$ cat src/hdl/ahb_sram_pkg.sv
// AHB SRAM package with the memory geometry, AHB transfer codes and lane types
package ahb_sram_pkg;

    // sixteen byte lanes make up one 128-bit row
    localparam int DATA_BYTES     = 16;
    localparam int DATA_WIDTH     = DATA_BYTES * 8;

    localparam int MEM_ADDR_WIDTH = 12;                 // 4 KiB of decoded byte address
    localparam int LANE_SEL_WIDTH = 4;                  // low address bits that pick a lane
    localparam int ROW_WIDTH      = MEM_ADDR_WIDTH - LANE_SEL_WIDTH;

    // hsize encodings up to the full bus width
    localparam logic [2:0] SIZE_BYTE  = 3'd0;
    localparam logic [2:0] SIZE_HWORD = 3'd1;
    localparam logic [2:0] SIZE_WORD  = 3'd2;
    localparam logic [2:0] SIZE_DWORD = 3'd3;
    localparam logic [2:0] SIZE_QWORD = 3'd4;

    // the slave acts only on the two active htrans codes and ignores IDLE and BUSY
    localparam logic [1:0] HTRANS_NONSEQ = 2'b10;
    localparam logic [1:0] HTRANS_SEQ    = 2'b11;

    localparam logic [1:0] HRESP_OKAY    = 2'b00;

    typedef logic [ROW_WIDTH-1:0]  row_addr_t;
    typedef logic [DATA_BYTES-1:0] lane_mask_t;         // bit n enables byte lane n
    typedef logic [DATA_WIDTH-1:0] bus_data_t;

endpackage
$ cat src/hdl/ram_req_if.sv
// RAM request interface carrying row address, lane enables and data to the byte lane bank
`timescale 1ns/1ps

interface ram_req_if import ahb_sram_pkg::*; ();

    row_addr_t  row_addr;   // shared by all sixteen lanes
    lane_mask_t wen;        // lines up with the write data phase
    bus_data_t  wdata;
    bus_data_t  rdata;      // registered, one cycle after row_addr

    modport ctrl (
        output row_addr
    );

    modport lanes (
        output wen
    );

    modport bank (
        input  row_addr,
        input  wen,
        input  wdata,
        output rdata
    );

endinterface

$ cat src/hdl/ahb_addr_ctrl.sv
// AHB address controller that accepts transfers, stalls hazard reads and picks the row address
`timescale 1ns/1ps

module ahb_addr_ctrl import ahb_sram_pkg::*; (
    input  logic        hclk,
    input  logic        hrst_b,
    input  logic        hsel,
    input  logic [1:0]  htrans,
    input  logic        hwrite,
    input  logic [31:0] haddr,
    output logic        hready,
    output logic        wr_accept,
    ram_req_if.ctrl     ram
);

    logic      trans_valid;
    logic      rd_accept;
    logic      write_dphase;
    logic      rd_hazard;
    logic      use_row_ff;
    row_addr_t row_ff;
    row_addr_t live_row;

    assign trans_valid = hsel && hready && ((htrans == HTRANS_NONSEQ) || (htrans == HTRANS_SEQ));
    assign wr_accept   = trans_valid && hwrite;
    assign rd_accept   = trans_valid && !hwrite;

    // the RAM port belongs to the pending write during its data phase
    assign rd_hazard = write_dphase && rd_accept;

    always_ff @(posedge hclk or negedge hrst_b) begin
        if (!hrst_b) begin
            write_dphase <= 1'b0;
        end else begin
            write_dphase <= wr_accept;  // no write can be accepted while stalled
        end
    end

    // low out of reset, then low for one cycle after each hazard read
    always_ff @(posedge hclk or negedge hrst_b) begin
        if (!hrst_b) begin
            hready <= 1'b0;
        end else begin
            hready <= !rd_hazard;
        end
    end

    always_ff @(posedge hclk) begin
        if (trans_valid) begin
            row_ff <= haddr[MEM_ADDR_WIDTH-1:LANE_SEL_WIDTH];
        end
    end

    // bits above MEM_ADDR_WIDTH alias onto the same rows
    assign live_row = haddr[MEM_ADDR_WIDTH-1:LANE_SEL_WIDTH];

    // a stalled read replays its registered row so the data arrives one cycle late
    assign use_row_ff   = write_dphase || !hready;
    assign ram.row_addr = use_row_ff ? row_ff : live_row;

endmodule

$ cat src/flat_wrapper.sv
// flat-port wrapper written by rule: the top's interface ports become plain ports
module ahb_addr_ctrl_flat import ahb_sram_pkg::*;
  (hclk, hrst_b, hsel, htrans, hwrite, haddr, hready, wr_accept, ram_row_addr);
  ram_req_if ram_i ();
  input  logic hclk;
  input  logic hrst_b;
  input  logic hsel;
  input  logic [1:0] htrans;
  input  logic hwrite;
  input  logic [31:0] haddr;
  output logic hready;
  output logic wr_accept;
  output wire logic [$bits(ram_i.row_addr)-1:0] ram_row_addr;
  assign ram_row_addr = ram_i.row_addr;
  ahb_addr_ctrl u_core (.hclk(hclk), .hrst_b(hrst_b), .hsel(hsel), .htrans(htrans), .hwrite(hwrite), .haddr(haddr), .hready(hready), .wr_accept(wr_accept), .ram(ram_i));
endmodule
$ cat config.mk
export PLATFORM = sky130hd
export DESIGN_NAME = ahb_addr_ctrl_flat
export DESIGN_NICKNAME = d
export VERILOG_FILES = /design/src/hdl/ahb_sram_pkg.sv /design/src/hdl/ram_req_if.sv /design/src/hdl/ahb_addr_ctrl.sv /design/src/flat_wrapper.sv
export SDC_FILE = /design/constraint.sdc
export NUM_CORES = 1
export LEC_CHECK = 0
export CAP_MARGIN = 15
export CORE_AREA = 3 3 40 42
export CTS_CLUSTER_DIAMETER = 200
export CTS_CLUSTER_SIZE = 10
export DETAILED_ROUTE_END_ITERATION = 12
export DIE_AREA = 0 0 43 45
export DONT_BUFFER_PORTS = 1
export HOLD_SLACK_MARGIN = 0.05
export PLACE_DENSITY_LB_ADDON = 0.3
export SYNTH_ARGS = -nofsm -noshare
export SYNTH_HDL_FRONTEND = slang
export SYNTH_SLANG_ARGS = --single-unit
$ cat constraint.sdc
create_clock -name hclk -period 4 [get_ports hclk]
set_input_delay 1.2 -clock hclk [delete_from_list [all_inputs] [get_ports hclk]]
set_output_delay 1.2 -clock hclk [all_outputs]
set_load 0.02 [all_outputs]
==> run_results.csv <==
group,metric,value,unit
outcome,status,"complete, no violations",
clock_tree,cts_max_level,1,
detailed_routing,drt_iter0_markers,0,
clock_tree,cts_resized,0,
setup_path,cp.arrival,1.93,ns
synthesis,synth_nets,61,
floorplanning,die_area,1935,um^2
finish,area_growth,7.417,%
finish,drive_gt1_share,46.15,%
finish,nets,65,
finish,antenna_cells,0,
sta,slew_violations,0,
setup_path,cp_slowest_cell,"and3_1",
global_route,grt_usage,8.115,%
synthesis,syn_area_per_cell,19.80,um^2
setup_path,cp-end-kind,"primary output",
synthesis,synth_top_area_share,52.75,%
power_and_ir_drop,leakage,0.2082,nW
synthesis,ys_types,8,
floorplanning,die_h,45,um
sta,worstMarginPinSlew,0.4183,ns
setup_path,critPathMaxFanout,10,
setup_path,critical_path_buf_inv_count,0,
global_route,grt_pass1_wl,1055,um
synthesis,seq_area_frac_synth,63.74,%
placement,numPortBuffers,0,
floorplanning,die_x,43,um
synthesis,yosys_register_bits,10,
global_route,antenna_found_initial,0,
job,cap_violations,0,
sta,fmax,319.3,MHz
power_and_ir_drop,powerDensity,441.0,nW/um^2
sta,period_share,78.30,%
synthesis,synth_top_area_cell,"edfxtp_1",
clock_tree,cts_buffer_depth,2,
clock_tree,clk_latency,0.26,ns
clock_tree,path_clk_slew,0.07,ns
finish,fillers,127,
detailed_routing,ant_nets,0,
detailed_routing,drt-vias-per-instance,5.098,
sta,fin_crit,3.132,ns
global_route,grt_pass1_vias,223,
detailed_routing,wirelength,718,um
finish,final_cell_mix,"8 x mux2_4, 8 x edfxtp_1, 3 x clkbuf_4",
floorplanning,ioPinCount,48,
floorplanning,core_area,1285,um^2
placement,place_ws,0.8485,ns
setup_path,reg2reg_slack,2.65,ns
setup_path,cpLargestDelayFamily,"simple AND/OR/NAND/NOR gates",
sta,worst_slack,0.8680,ns
setup_path,critical_path.startpoint,"htrans[1]",
hold_path,hold_class,"reg -> reg",
clock_tree,cts_buffers,3,
synthesis,postSynthCellCount,23,
power_and_ir_drop,irDropWorstVdd,0.2208,mV
sta,setup-tns-final,0,ns
sta,hold_slack,0.5351,ns
setup_path,crit_type,"in -> out",
detailed_routing,via_count,209,
clock_tree,cts-root-buf,"clkbuf_4",
clock_tree,cts.sinks,10,
floorplanning,row_count,13,
synthesis,syn-cell-area,455.4,um^2
clock_tree,cts_setup_buffers,0,
sta,hold_viol_final,0,
detailed_routing,drt_drc_violations_left,0,
global_route,grt_overflow,0,
setup_path,path_cells,"and3_1, and2_1",
synthesis,yosysWarnings,0,
sta,grt_setup_unrepaired,"no",
setup_path,start_kind,"primary input",
clock_tree,hold_buffers,0,
finish,utilization,38.07,%
sta,relSlewSlack,72.12,%
clock_tree,tritoncts,"built",
hold_path,hp-start,"u_core.write_dphase",
detailed_routing,wire_per_inst,17.51,um
global_route,grt_max_degree,11,
setup_path,max_stage_delay,0.40,ns
setup_path,reg2reg_from,"u_core.hready",
placement,gp_congestion,0.6017,
floorplanning,start_util,35.44,%
synthesis,synthTopCellsByArea,"edfxtp_1 53%, mux2_4 26%, dfrtp_1 11%, nor2b_4 3.0%, buf_6 2.5%",
sta,final.setup_skew,0.004892,ns
detailed_routing,dr.pass1.iters,1,
sta,finalSetupViolations,0,
setup_path,crit_required,2.80,ns
==> layer usage <==
metal	up-vias	part of all wire, %	global-route usage [%]
met5	-	0	0
met4	0	1.9	7.229
met3	2	15	5.179
met2	17	48	11.98
met1	98	35	7.809
li1	92	-	-
==> sequential cells by signal (all words and copies together) (netlist names) <==
| name | count |
|---|---|
| u_core.row_ff | 8 |
| u_core.hready | 1 |
| u_core.write_dphase | 1 |
==> through the flow <==
stage / power, W / instance area [um^2] / instances
floorplan: 0.0001450 / 455.4 / 23
global placement: 0.0001460 / 462.9 / 37
detailed placement: 0.0001464 / 462.9 / 37
CTS: 0.0002191 / 489.2 / 41
global route: 0.0002237 / 489.2 / 41
finish: 0.0002157 / 489.2 / 41
==> power by group <==
group / total, W / internal [W] / switching (W)
Clock: 0.0000721 / 0.0000360 / 0.0000361
Sequential: 0.000119 / 0.000117 / 0.00000145
Combinational: 0.0000250 / 0.0000106 / 0.0000144
==> cell usage after synthesis (all sizes together) <==
master,n
and2,1
and3,1
buf,1
dfrtp,2
nand3b,1
nor2b,1
mux2,8
edfxtp,8
==> cells by family (layout without fill, tap and decap cells) <==
group	after synthesis	in the layout	share of synthesized area, %
buffers and inverters	1	4	2.472
flip-flops	10	10	63.74
multiplexers	8	8	26.37
AND/OR/NAND/NOR	4	4	7.419
==> layout make-up <==
cell class	instances	area (um^2)	area share, %
flip-flops and latches	10	290.3	59.33
clock inverters	1	3.754	0.7673
well taps	15	18.77	3.836
multi-input cells	12	153.9	31.46
clock buffers	3	22.52	4.604
==> final timing paths <==
| kind | to | cells past startpoint |
|---|---|---|
| setup / recovery | wr_accept | 2 |
| hold / removal | u_core.hready | 1 |
| setup reg to reg | u_core.write_dphase | 2 |
| hold reg to reg | u_core.hready | 1 |
| max in group asynchronous | u_core.write_dphase | 0 |
| min in group asynchronous | u_core.hready | 0 |
(Power assumes the default switching activity.)
