`config.mk`:
```
export PLATFORM = sky130hd
export DESIGN_NAME = lane_strobe_decode_flat
export DESIGN_NICKNAME = d
export VERILOG_FILES = /design/src/hdl/ahb_sram_pkg.sv /design/src/hdl/ram_req_if.sv /design/src/hdl/lane_strobe_decode.sv /design/src/flat_wrapper.sv
export SDC_FILE = /design/constraint.sdc
export NUM_CORES = 1
export LEC_CHECK = 0
export ABC_AREA = 1
export BUFFER_PORTS_ARGS = -buffer_cell sky130_fd_sc_hd__buf_2
export CORE_MARGIN = 2
export CORE_UTILIZATION = 44
export CTS_BUF_LIST = sky130_fd_sc_hd__clkbuf_8
export DETAILED_ROUTE_END_ITERATION = 8
export PLACE_DENSITY_LB_ADDON = 0.25
export SETUP_SLACK_MARGIN = 0.02
export SLEW_MARGIN = 0
export SYNTH_ARGS = -nofsm -noshare
export SYNTH_HDL_FRONTEND = slang
export SYNTH_SLANG_ARGS = --single-unit
```
`constraint.sdc`:
```
create_clock -name hclk -period 0.8 [get_ports hclk]
set_clock_uncertainty 0.2 [all_clocks]
set_input_delay 0.04 -clock hclk [delete_from_list [all_inputs] [get_ports hclk]]
set_output_delay 0.04 -clock hclk [all_outputs]
set_load 0.05 [all_outputs]
```
`src/hdl/ahb_sram_pkg.sv`:
```
// AHB SRAM package with the memory geometry, AHB transfer codes and lane types
package ahb_sram_pkg;

    // sixteen byte lanes make up one 128-bit row
    localparam int DATA_BYTES     = 16;
    localparam int DATA_WIDTH     = DATA_BYTES * 8;

    localparam int MEM_ADDR_WIDTH = 12;                 // 4 KiB of decoded byte address
    localparam int LANE_SEL_WIDTH = 4;                  // low address bits that pick a lane
    localparam int ROW_WIDTH      = MEM_ADDR_WIDTH - LANE_SEL_WIDTH;

    // hsize encodings up to the full bus width
    localparam logic [2:0] SIZE_BYTE  = 3'd0;
    localparam logic [2:0] SIZE_HWORD = 3'd1;
    localparam logic [2:0] SIZE_WORD  = 3'd2;
    localparam logic [2:0] SIZE_DWORD = 3'd3;
    localparam logic [2:0] SIZE_QWORD = 3'd4;

    // the slave acts only on the two active htrans codes and ignores IDLE and BUSY
    localparam logic [1:0] HTRANS_NONSEQ = 2'b10;
    localparam logic [1:0] HTRANS_SEQ    = 2'b11;

    localparam logic [1:0] HRESP_OKAY    = 2'b00;

    typedef logic [ROW_WIDTH-1:0]  row_addr_t;
    typedef logic [DATA_BYTES-1:0] lane_mask_t;         // bit n enables byte lane n
    typedef logic [DATA_WIDTH-1:0] bus_data_t;

endpackage
```
`src/hdl/ram_req_if.sv`:
```
// RAM request interface carrying row address, lane enables and data to the byte lane bank
`timescale 1ns/1ps

interface ram_req_if import ahb_sram_pkg::*; ();

    row_addr_t  row_addr;   // shared by all sixteen lanes
    lane_mask_t wen;        // lines up with the write data phase
    bus_data_t  wdata;
    bus_data_t  rdata;      // registered, one cycle after row_addr

    modport ctrl (
        output row_addr
    );

    modport lanes (
        output wen
    );

    modport bank (
        input  row_addr,
        input  wen,
        input  wdata,
        output rdata
    );

endinterface

```
`src/hdl/lane_strobe_decode.sv`:
```
// lane strobe decoder that turns size and low address of an accepted write into lane enables
`timescale 1ns/1ps

module lane_strobe_decode import ahb_sram_pkg::*; (
    input  logic                      hclk,
    input  logic                      hrst_b,
    input  logic                      wr_accept,
    input  logic [2:0]                hsize,
    input  logic [LANE_SEL_WIDTH-1:0] lane_addr,
    ram_req_if.lanes                  ram
);

    lane_mask_t                size_mask;
    logic [LANE_SEL_WIDTH-1:0] align;
    lane_mask_t                lane_mask;

    // the address bits below the transfer size are dropped so the lanes stay aligned
    always_comb begin
        case (hsize)
            SIZE_BYTE: begin
                size_mask = lane_mask_t'(16'h0001);
                align     = lane_addr;
            end
            SIZE_HWORD: begin
                size_mask = lane_mask_t'(16'h0003);
                align     = {lane_addr[LANE_SEL_WIDTH-1:1], 1'b0};
            end
            SIZE_WORD: begin
                size_mask = lane_mask_t'(16'h000f);
                align     = {lane_addr[LANE_SEL_WIDTH-1:2], 2'b00};
            end
            SIZE_DWORD: begin
                size_mask = lane_mask_t'(16'h00ff);
                align     = {lane_addr[LANE_SEL_WIDTH-1:3], 3'b000};
            end
            SIZE_QWORD: begin
                size_mask = lane_mask_t'(16'hffff);
                align     = '0;
            end
            default: begin
                size_mask = '0;                 // sizes wider than the bus write nothing
                align     = '0;
            end
        endcase
    end

    assign lane_mask = size_mask << align;

    // enables move to the data phase, when hwdata is on the bus
    always_ff @(posedge hclk or negedge hrst_b) begin
        if (!hrst_b) begin
            ram.wen <= '0;
        end else begin
            ram.wen <= wr_accept ? lane_mask : '0;
        end
    end

endmodule

```
`src/flat_wrapper.sv`:
```
// flat-port wrapper written by rule: the top's interface ports become plain ports
module lane_strobe_decode_flat import ahb_sram_pkg::*;
  (hclk, hrst_b, wr_accept, hsize, lane_addr, ram_wen);
  ram_req_if ram_i ();
  input  logic hclk;
  input  logic hrst_b;
  input  logic wr_accept;
  input  logic [2:0] hsize;
  input  logic [LANE_SEL_WIDTH-1:0] lane_addr;
  output wire logic [$bits(ram_i.wen)-1:0] ram_wen;
  assign ram_wen = ram_i.wen;
  lane_strobe_decode u_core (.hclk(hclk), .hrst_b(hrst_b), .wr_accept(wr_accept), .hsize(hsize), .lane_addr(lane_addr), .ram(ram_i));
endmodule
```
==> summary.md, run 1 <==
| Metric | Value |
|---|---|
| Result of the run | finished with violations |
| Failing checks | negative hold slack, negative setup slack |
| Cell accounting for the most synthesized area | sky130_fd_sc_hd__dfrtp_1 |
| Setup crit end kind | primary output |
| Post-route antenna net violation count | 0 |
| Detailed-route wire length | 1.91 mm |
| Clock transition at the registers of the reported paths | around 0.060 ns |
| Cell area after layout | 0.00122 mm² |
| Hold bufs inserted after CTS | 1 |
| Post-layout minimum cycle time | 1.04 ns |
| Cell leakage power | 0.000568 µW |
| Core area | around 0.0015 mm² |
| Seq pwr share | 39.1% |
| Number of iterations in the first detailed-routing pass | 4 |
| Setup violation total in the final timing report | 32 |
| Number of inserted diodes | 0 |
| Worst-case setup slack after placement | -0.394 ns |
| Floorplan die height | 43.5 µm |
| Pins over their slew limit | 0 |
| Die Wd | between 40 and 50 µm |
| Setup repair after global routing missed its margin | true |
| Switching power of the nets | 734 µW |
| Last weighted congestion value of the routability-driven placer | 0.813 |
| Flip-flop count of the largest register, all copies and words added | 16 |
| Final period util | 130% |
| Final routed DRC violation total | 0 |
| Logic depth of the worst setup path including buffers | 1 |
| Instance count after placement with tap cells included | 115 |
| CTS root buffer | sky130_fd_sc_hd__clkbuf_8 |
| Starting Density | 46.1% |
| Port Buffer Count | 25 |
| Number of buffers and inverters on the critical path | 1 |
| Standard-cell rows | 14 |
| Comb power frac | approximately 30% |
| Hold Worst Slack | -0.0346 ns |
| Via Count | 641 |
| Fillcell total | 83 |
| Max H-tree Level | 1 |
| Actual transition at the worst max-transition pin | 0.403 ns |
| Via/cell ratio | ~5.2 |
| Post-route worst setup slack | -0.242 ns |
| TritonCTS clock tree | done |
| Worst hold path depth | 4 |
| WP data arrival | about 0.80 ns |
| Detail Placement HPWL | 1.08 mm |
| Peak supply drop | 1020 µV |
| Startpoint kind of the worst setup timing path | flip-flop |
| Area share of the largest cell type after synthesis | between 50% and 60% |
| Total Nets Final | 119 |
| Path type of the worst min-delay path | in -> reg |
| Count of flip-flops with a built-in enable after synthesis | 0 |
| Count of mapped cells out of synthesis | 72 |
| Non-Filler Instances | 124 |
| Synthesized area per cell | 9.52 µm² |
| Global route overflow | 0 |
| Number of synthesis warnings | 0 |
| First-iteration detailed-routing DRC count | 13 |
| Cell family with the largest share of critical-path delay | flip-flops |
| Total CTS buffers | 3 |
| Initial antenna violation count | 0 |
| Type of the worst setup path | reg -> out |
| Register cell area after layout | 418 µm² |
| Via count of the first global-routing pass | 598 |
| Area of the die | around 0.0019 mm² |
| Wire length per cell after detailed routing | 15.4 µm |
| Peak fanout along the critical path | 1 |
| Most frequently used cell type in the post-synthesis netlist | sky130_fd_sc_hd__nand2_1 |
| Max Root-Sink Buffers | 2 |
| Relative area change from synthesis to final layout | 78.3% |
| First-pass GRT wire length | 2.64 mm |
| Async SR Flop Fraction | 100% |
| Io pins | 26 |
| Switching power as a share of total power | between 30% and 40% |
| Highest cell delay on the worst timing path | 0.41 ns |
| Post-synth top flop | sky130_fd_sc_hd__dfrtp_1 |
| Pint | 1550 µW |
| Critical Path, Cell by Cell | buf_6 |
| # clock sinks | 16 |
| Global-route usage over all layers | around a fifth |
| Synth top cells by count | sky130_fd_sc_hd__nand2_1 (18), sky130_fd_sc_hd__dfrtp_1 (16), sky130_fd_sc_hd__nor2_1 (10) |
| Layout cells sized above 1 | 80.6% |
| MaxCap Viol Count | 0 |
| Accumulated negative setup slack | -4.96 ns |
| Maximum operating frequency | around 0.96 GHz |
| Netlist cell types | 16 |
| Syn Nets | 82 |
| Largest net degree at the start of global routing | 17 |
| Part of the Yosys area used for sequential elements | 58.4% |
| Multi-input gate area | 388 µm² |
| Cell area after placement | 882 µm² |
| Required time of the critical path | 0.56 ns |
| Number of register bits inferred by synthesis | 16 |
| Register bank with the most flops | u_core.ram.wen |
| Largest regs | u_core.ram.wen x16 |
| Total power per unit cell area | 1870 mW/mm² |
| Cell with the largest stage delay on the worst path | sky130_fd_sc_hd__dfrtp_2 |
| Worst relative slew slack | about three quarters |
| Synth Cell Area | 686 µm² |
| Final-report hold violation count | 7 |
| Dominant cells by area after synthesis | sky130_fd_sc_hd__dfrtp_1 (58%), sky130_fd_sc_hd__nand2_1 (9.9%), sky130_fd_sc_hd__nor2_1 (5.5%), sky130_fd_sc_hd__a21oi_1 (5.1%), sky130_fd_sc_hd__nor2_4 (4.9%) |
| Clock network power share | 30.6% |
metrics by stage:
step / power [µW] / hold WS (ns) / utilization [%]
floorplan: 1240 / -0.456 / -
global placement: 1380 / -0.248 / 59.2
detailed placement: 1390 / -0.238 / 59.2
CTS: 2200 / -0.0522 / 76.2
global route: 2350 / -0.0301 / 82.1
finish: 2290 / -0.0346 / 82.1
final cells by class:
cell class              instances  area share, %
clock buffers                   4           4.50
inverters                       5           1.94
multi-input cells              51           31.7
flip-flops and latches         16           34.2
well taps                      16           1.64
repair buffers                 32           26.0
routing by layer:
layer | global-route usage, % | up-vias | wire (µm) | share of wire, %
li1 | - | 307 | - | -
met1 | 22.1 | 300 | 661 | 35
met2 | 35.8 | 32 | 1130 | 59
met3 | 0 | 2 | 97 | 5.1
met4 | 9.09 | 0 | 20 | 1.0
met5 | 0 | - | 0 | 0
power groups by stage:
stage	combinational [µW]	sequential [µW]	clock [µW]
2_1_floorplan	143	1100	0
3_3_place_gp	484	893	0
3_5_place_dp	492	896	0
4_1_cts	616	895	691
5_1_grt	723	900	732
6_report	692	895	700
final timing paths:
path | start | to | slack [ns]
setup / recovery | u_core.ram.wen[11] | ram_wen[11] | -0.24
hold / removal | lane_addr[2] | u_core.ram.wen[3] | -0.03
max in group asynchronous | hrst_b | u_core.ram.wen[8] | 0.18
min in group asynchronous | hrst_b | u_core.ram.wen[15] | 0.02
repair_timing:
item | 4_1_cts | 5_1_grt
resized for setup | 53 | 20
setup endpoints to repair | 32 | 48
buffers inserted | 1 | 3
pin swaps | 13 | 16
endpoints found under the hold margin | 24 | 7
cells in the final DEF, fill, tap and decap left out, drive strengths merged:
cell / count
a21oi: 9
buf: 30
clkbuf: 5
dfrtp: 16
dlygate4sd3: 1
inv: 5
nand2: 19
nand3: 4
nand4: 2
nor2: 13
nor3: 1
o211ai: 1
o21ai: 2
kinds of logic (layout without fill, tap and decap cells):
kind of cell,after synthesis,after routing,share of synthesized area [%]
DFF,16,16,58.4
and+or+nand+nor,39,39,27.4
buffers and inverters,5,41,2.74
AOI/OAI and AO/OA,12,12,11.5
Note: power is estimated with default switching activity, not from simulation.
==> run 2, diff against run 1 <==
CORE_UTILIZATION = 40   (was 44)
==> summary.md, run 2 (same netlist as run 1, synthesis figures left out) <==
| Metric | Value |
|---|---|
| Number of iterations in the first detailed-routing pass | 4 (unchanged) |
| WP data arrival | 0.79 ns (about the same) |
| Detail Placement HPWL | 1.02 mm (-5.4%) |
| Total power per unit cell area | 1850 mW/mm² (-0.95%) |
| Core area | 0.00156 mm² (+4.7%) |
| Startpoint kind of the worst setup timing path | flip-flop |
| Total design power | 2270 µW (-0.65%) |
| Number of buffers and inverters on the critical path | 1 (unchanged) |
| Post-route worst setup slack | -0.235 ns (+0.00678 ns) |
| Flip-flop count of the largest register, all copies and words added | 16 (unchanged) |
| Start point of the critical path | u_core.ram.wen[0] |
| Last weighted congestion value of the routability-driven placer | 0.797 (-1.9%) |
| Die Wd | 45.4 µm (+4.4%) |
| Met2 track demand over resource in global routing | 29.6% (-6.2 points) |
| Comb power frac | 30.5% (+0.2 points) |
| Post-layout minimum cycle time | 1.03 ns (-0.00678 ns) |
| Required time of the critical path | 0.56 ns (about the same) |
| Via Count | 655 (+2.2%) |
| Worst hold path depth | 4 (unchanged) |
| First-pass GRT wire length | 2.49 mm (-5.8%) |
| Largest net degree at the start of global routing | 17 (unchanged) |
| Path type of the worst min-delay path | in -> reg |
| Actual transition at the worst max-transition pin | 0.406 ns (+0.00260 ns) |
| Cell with the largest stage delay on the worst path | sky130_fd_sc_hd__dfrtp_2 |
| Non-Filler Instances | 123 (-0.81%) |
| Port Buffer Count | 25 (unchanged) |
| Via/cell ratio | 5.33 (+3.0%) |
| CTS root buffer | sky130_fd_sc_hd__clkbuf_8 |
| First-iteration detailed-routing DRC count | 11 (-2) |
| Accumulated negative setup slack | -5.00 ns (-0.0375 ns) |
| Critical Path, Cell by Cell | buf_6 |
| Post-route antenna net violation count | 0 (unchanged) |
| Number of inserted diodes | 0 (unchanged) |
| Final routed DRC violation total | 0 (unchanged) |
| Peak supply drop | 1100 µV (+8.1%) |
| Final period util | 129% (-0.85 points) |
| Global routing's busiest layer | met2 |
| Register bank with the most flops | u_core.ram.wen |
| Total Nets Final | 118 (-0.84%) |
| Floorplan die height | 45.4 µm (+4.4%) |
| Detailed-route wire length | 1.76 mm (-7.9%) |
| Global route overflow | 0 (unchanged) |
| Max Root-Sink Buffers | 2 (unchanged) |
| Most common library cell in the layout ignoring fill and taps | sky130_fd_sc_hd__buf_6 |
| Layout cells sized above 1 | 79.4% (-1.1 points) |
| Commonest non-fill, non-tap cells in the layout | sky130_fd_sc_hd__buf_6 (20), sky130_fd_sc_hd__dfrtp_2 (14), sky130_fd_sc_hd__nand2_1 (10) |
| Switching power of the nets | 716 µW (-2.5%) |
| Global routing met3 resource utilization | 0.397% (+0.40 points) |
| Area of the die | 0.00206 mm² (+9.1%) |
| Maximum operating frequency | 0.966 GHz (+0.65%) |
| Clock network power share | 30.2% (-0.4 points) |
| Relative area change from synthesis to final layout | 78.8% |
| MaxCap Viol Count | 0 (unchanged) |
| Failing checks | negative hold slack, negative setup slack |
| Hold bufs inserted after CTS | 1 (unchanged) |
| Pins over their slew limit | 0 (unchanged) |
| Pint | 1560 µW (+0.24%) |
| # clock sinks | 16 (unchanged) |
| Cell area after placement | 867 µm² (-1.7%) |
| End-of-flow core utilization | 78.7% (-3.4 points) |
| Critical hold path startpoint | lane_addr[2] |
| Hold Worst Slack | -0.0345 ns (+0.000144 ns) |
| Via count of the first global-routing pass | 586 (-2.0%) |
| Setup violation total in the final timing report | 32 (unchanged) |
| Highest cell delay on the worst timing path | 0.40 ns (about the same) |
| Largest regs | u_core.ram.wen x16 |
| Cell area after layout | 0.00123 mm² (+0.31%) |
| Global-route usage over all layers | 17.3% (-1.6 points) |
| Type of the worst setup path | reg -> out |
| Setup repair after global routing missed its margin | true |
| Io pins | 26 (unchanged) |
| Starting Density | 44.0% (-2.1 points) |
| Setup crit end kind | primary output |
| Instance count after placement with tap cells included | 113 (-1.7%) |
| Max H-tree Level | 1 (unchanged) |
| TritonCTS clock tree | done |
| Clock transition at the registers of the reported paths | 0.06 ns (about the same) |
| Met1 capacity usage during global routing | 20.7% (-1.4 points) |
| Standard-cell rows | 14 (unchanged) |
| Switching power as a share of total power | 31.5% (-0.60 points) |
| Total CTS buffers | 3 (unchanged) |
| Initial antenna violation count | 0 (unchanged) |
| Cell family with the largest share of critical-path delay | flip-flops |
| Seq pwr share | 39.3% (+0.2 points) |
| Worst relative slew slack | 72.8% (-0.27 points) |
| Peak fanout along the critical path | 1 (unchanged) |
| Sink of the worst hold path | u_core.ram.wen[0] |
| Wire length per cell after detailed routing | 14.3 µm (-7.2%) |
| Cell leakage power | 0.000566 µW (-0.49%) |
| Result of the run | finished with violations |
| Final-report hold violation count | 10 (+3) |
==> run 2: power groups by stage <==
stage	registers [µW]	logic [µW]	clock network, µW
3_3_place_gp	893	478	0
4_1_cts	894	621	700
6_report	894	692	687
2_1_floorplan	1100	143	0
3_5_place_dp	894	483	0
5_1_grt	897	731	740
==> run 2: timing repair <==
item	in CTS	in global routing
setup endpoints to repair	32	48
endpoints found under the hold margin	28	7
resized for setup	56	19
pin swaps	14	18
setup buffers	2	3
==> run 2: area by class of cell <==
class | count | area [µm²]
timing repair buffer | 31 | 318
tap | 16 | 20.0
fill | 98 | 333
inverter | 5 | 23.8
multi-input combinational | 51 | 392
sequential | 16 | 418
clock buffer | 4 | 55.1
==> run 2: layer usage <==
metal | wire [µm] | share of wire (%) | vias up
met4 | 44 | 2.5 | 0
met2 | 970 | 55 | 23
met3 | 62 | 3.5 | 4
li1 | - | - | 306
met5 | 0 | 0 | -
met1 | 679 | 39 | 322
==> run 2: how the worst max path moves through the flow <==
stage	slack, ns	to	cells after the start
after global routing	-0.25	ram_wen[0]	1
after global placement	-0.38	u_core.ram.wen[15]	8
after floorplan	-0.11	u_core.ram.wen[13]	8
after detailed placement	-0.40	u_core.ram.wen[15]	8
final	-0.23	ram_wen[0]	1
after CTS	-0.24	ram_wen[0]	1
==> run 2: through the flow <==
stage	setup WS, ns	hold slack [ns]
floorplan	-0.107	-0.456
global placement	-0.383	-0.246
detailed placement	-0.399	-0.235
CTS	-0.242	-0.0547
global route	-0.253	-0.0116
finish	-0.235	-0.0345
==> run 3, diff against run 2 <==
BUFFER_PORTS_ARGS = -buffer_cell sky130_fd_sc_hd__buf_4   (was -buffer_cell sky130_fd_sc_hd__buf_2)
==> summary.md, run 3 (same netlist as run 1, synthesis figures left out) <==
| Metric | Value |
|---|---|
| Via count of the first global-routing pass | 657 (+12%) |
| Critical Path, Cell by Cell | buf_6 |
| Last weighted congestion value of the routability-driven placer | 0.832 (+4.4%) |
| Flip-flop count of the largest register, all copies and words added | 16 (unchanged) |
| Startpoint kind of the worst setup timing path | flip-flop |
| Global-route usage over all layers | 20.7% (+3.4 points) |
| Final period util | 130% (+0.71 points) |
| Standard-cell rows | 14 (unchanged) |
| MaxCap Viol Count | 0 (unchanged) |
| Peak supply drop | 1210 µV (+10%) |
| First-iteration detailed-routing DRC count | 11 (unchanged) |
| Post-layout minimum cycle time | 1.04 ns (+0.00572 ns) |
| Cell with the largest stage delay on the worst path | sky130_fd_sc_hd__dfrtp_2 |
| Accumulated negative setup slack | -5.06 ns (-0.0546 ns) |
| Detailed-route wire length | 1.99 mm (+13%) |
| Number of inserted diodes | 0 (unchanged) |
| Via Count | 685 (+4.6%) |
| Cell leakage power | 0.000579 µW (+2.3%) |
| Core area | 0.00156 mm² (unchanged) |
| Number of iterations in the first detailed-routing pass | 4 (unchanged) |
| Starting Density | 44.0% (unchanged) |
| Initial antenna violation count | 0 (unchanged) |
| Post-route worst setup slack | -0.241 ns (-0.00572 ns) |
| Number of buffers and inverters on the critical path | 1 (unchanged) |
| Type of the worst setup path | reg -> out |
| Critical hold path startpoint | lane_addr[2] |
| Hold bufs inserted after CTS | 1 (unchanged) |
| Most common library cell in the layout ignoring fill and taps | sky130_fd_sc_hd__buf_6 |
| Setup violation total in the final timing report | 32 (unchanged) |
| Failing checks | negative hold slack, negative setup slack |
| Largest net degree at the start of global routing | 17 (unchanged) |
| TritonCTS clock tree | done |
| Via/cell ratio | 5.48 (+2.9%) |
| Cell family with the largest share of critical-path delay | flip-flops |
| Io pins | 26 (unchanged) |
| Final routed DRC violation total | 0 (unchanged) |
| Maximum operating frequency | 0.961 GHz (-0.55%) |
| Area of the die | 0.00206 mm² (unchanged) |
| First-pass GRT wire length | 2.93 mm (+17%) |
| Setup crit end kind | primary output |
| Detail Placement HPWL | 1.03 mm (+0.94%) |
| Register bank with the most flops | u_core.ram.wen |
| Worst hold path depth | 4 (unchanged) |
| Total CTS buffers | 3 (unchanged) |
| Worst relative slew slack | 72.5% (-0.32 points) |
| Path type of the worst min-delay path | in -> reg |
| Actual transition at the worst max-transition pin | 0.411 ns (+0.00481 ns) |
| Wire length per cell after detailed routing | 15.9 µm (+11%) |
| Layout cells sized above 1 | 81.7% (+2.2 points) |
| Relative area change from synthesis to final layout | 84.1% |
| Port Buffer Count | 25 (unchanged) |
| Global route overflow | 0 (unchanged) |
| Pins over their slew limit | 0 (unchanged) |
| # clock sinks | 16 (unchanged) |
| Max Root-Sink Buffers | 2 (unchanged) |
| Largest regs | u_core.ram.wen x16 |
| Peak fanout along the critical path | 1 (unchanged) |
| Floorplan die height | 45.4 µm (unchanged) |
| Highest cell delay on the worst timing path | 0.40 ns (about the same) |
| Total Nets Final | 120 (+1.7%) |
| Die Wd | 45.4 µm (unchanged) |
| WP data arrival | 0.80 ns (about the same) |
| Max H-tree Level | 1 (unchanged) |
| Setup repair after global routing missed its margin | true |
| Final-report hold violation count | 28 (+18) |
| Commonest non-fill, non-tap cells in the layout | sky130_fd_sc_hd__buf_6 (18), sky130_fd_sc_hd__dfrtp_2 (14), sky130_fd_sc_hd__buf_4 (12) |
| Post-route antenna net violation count | 0 (unchanged) |
| CTS root buffer | sky130_fd_sc_hd__clkbuf_8 |
| Sink of the worst hold path | u_core.ram.wen[3] |
| Clock transition at the registers of the reported paths | 0.06 ns (about the same) |
| Result of the run | finished with violations |
| Hold Worst Slack | -0.0404 ns (-0.00591 ns) |
| Total power per unit cell area | 1840 mW/mm² (-0.92%) |
| Required time of the critical path | 0.56 ns (about the same) |
## run 3: worst max-delay path by stage
stage          slack (ns)  depth (start not counted)                  to                from
2_1_floorplan       -0.11                          8  u_core.ram.wen[13]            hsize[1]
3_3_place_gp        -0.35                          8  u_core.ram.wen[15]            hsize[1]
3_5_place_dp        -0.38                          8  u_core.ram.wen[15]            hsize[1]
4_1_cts             -0.23                          1          ram_wen[8]   u_core.ram.wen[8]
5_1_grt             -0.26                          1         ram_wen[12]  u_core.ram.wen[12]
6_report            -0.24                          1         ram_wen[10]  u_core.ram.wen[10]
## run 3: report_power, final
part           leakage (µW)  internal (µW)  switching (µW)
Combinational      0.000359            266             456
Sequential         0.000191            870            24.1
Clock             0.0000288            437             265
## run 3: what timing repair did
item	4_1_cts	5_1_grt
hold endpoints to repair	29	10
setup endpoints to repair	31	32
resized for setup	35	21
pin swaps	11	15
buffers inserted	2	4
## run 3: cell type report
| cell class | count | area [µm²] |
|---|---|---|
| clock buffers | 4 | 55.1 |
| multi-input cells | 51 | 405 |
| fillers | 80 | 297 |
| repair buffers | 33 | 343 |
| well taps | 16 | 20.0 |
| flip-flops and latches | 16 | 418 |
| inverters | 5 | 21.3 |
## run 3: layer usage
metal  vias to the layer above  part of all wire, %  global-route usage, %
met5                         -                    0                      0
met4                         0                  3.0                   14.1
met3                         7                  5.2                   3.57
met2                        37                   58                   34.6
met1                       330                   33                   23.7
li1                        311                    -                      -
## run 3: worst min-delay path, delay by kind of cell
| kind | cells | cell delay (ns) |
|---|---|---|
| AND/OR/NAND/NOR | 3 | 0.24 |
| buffers and inverters | 1 | 0.10 |
## run 3: stage by stage
stage / util (%) / cell area, µm² / setup slack (ns) / power, µW / instances
after global routing: 81.0 / 1260 / -0.263 / 2420 / 125
after CTS: 74.4 / 1160 / -0.234 / 2220 / 121
after detailed placement: 60.1 / 937 / -0.385 / 1430 / 114
final: 81.0 / 1260 / -0.241 / 2320 / 125
after global placement: 60.1 / 937 / -0.354 / 1420 / 114
after floorplan: - / 722 / -0.107 / 1240 / 72
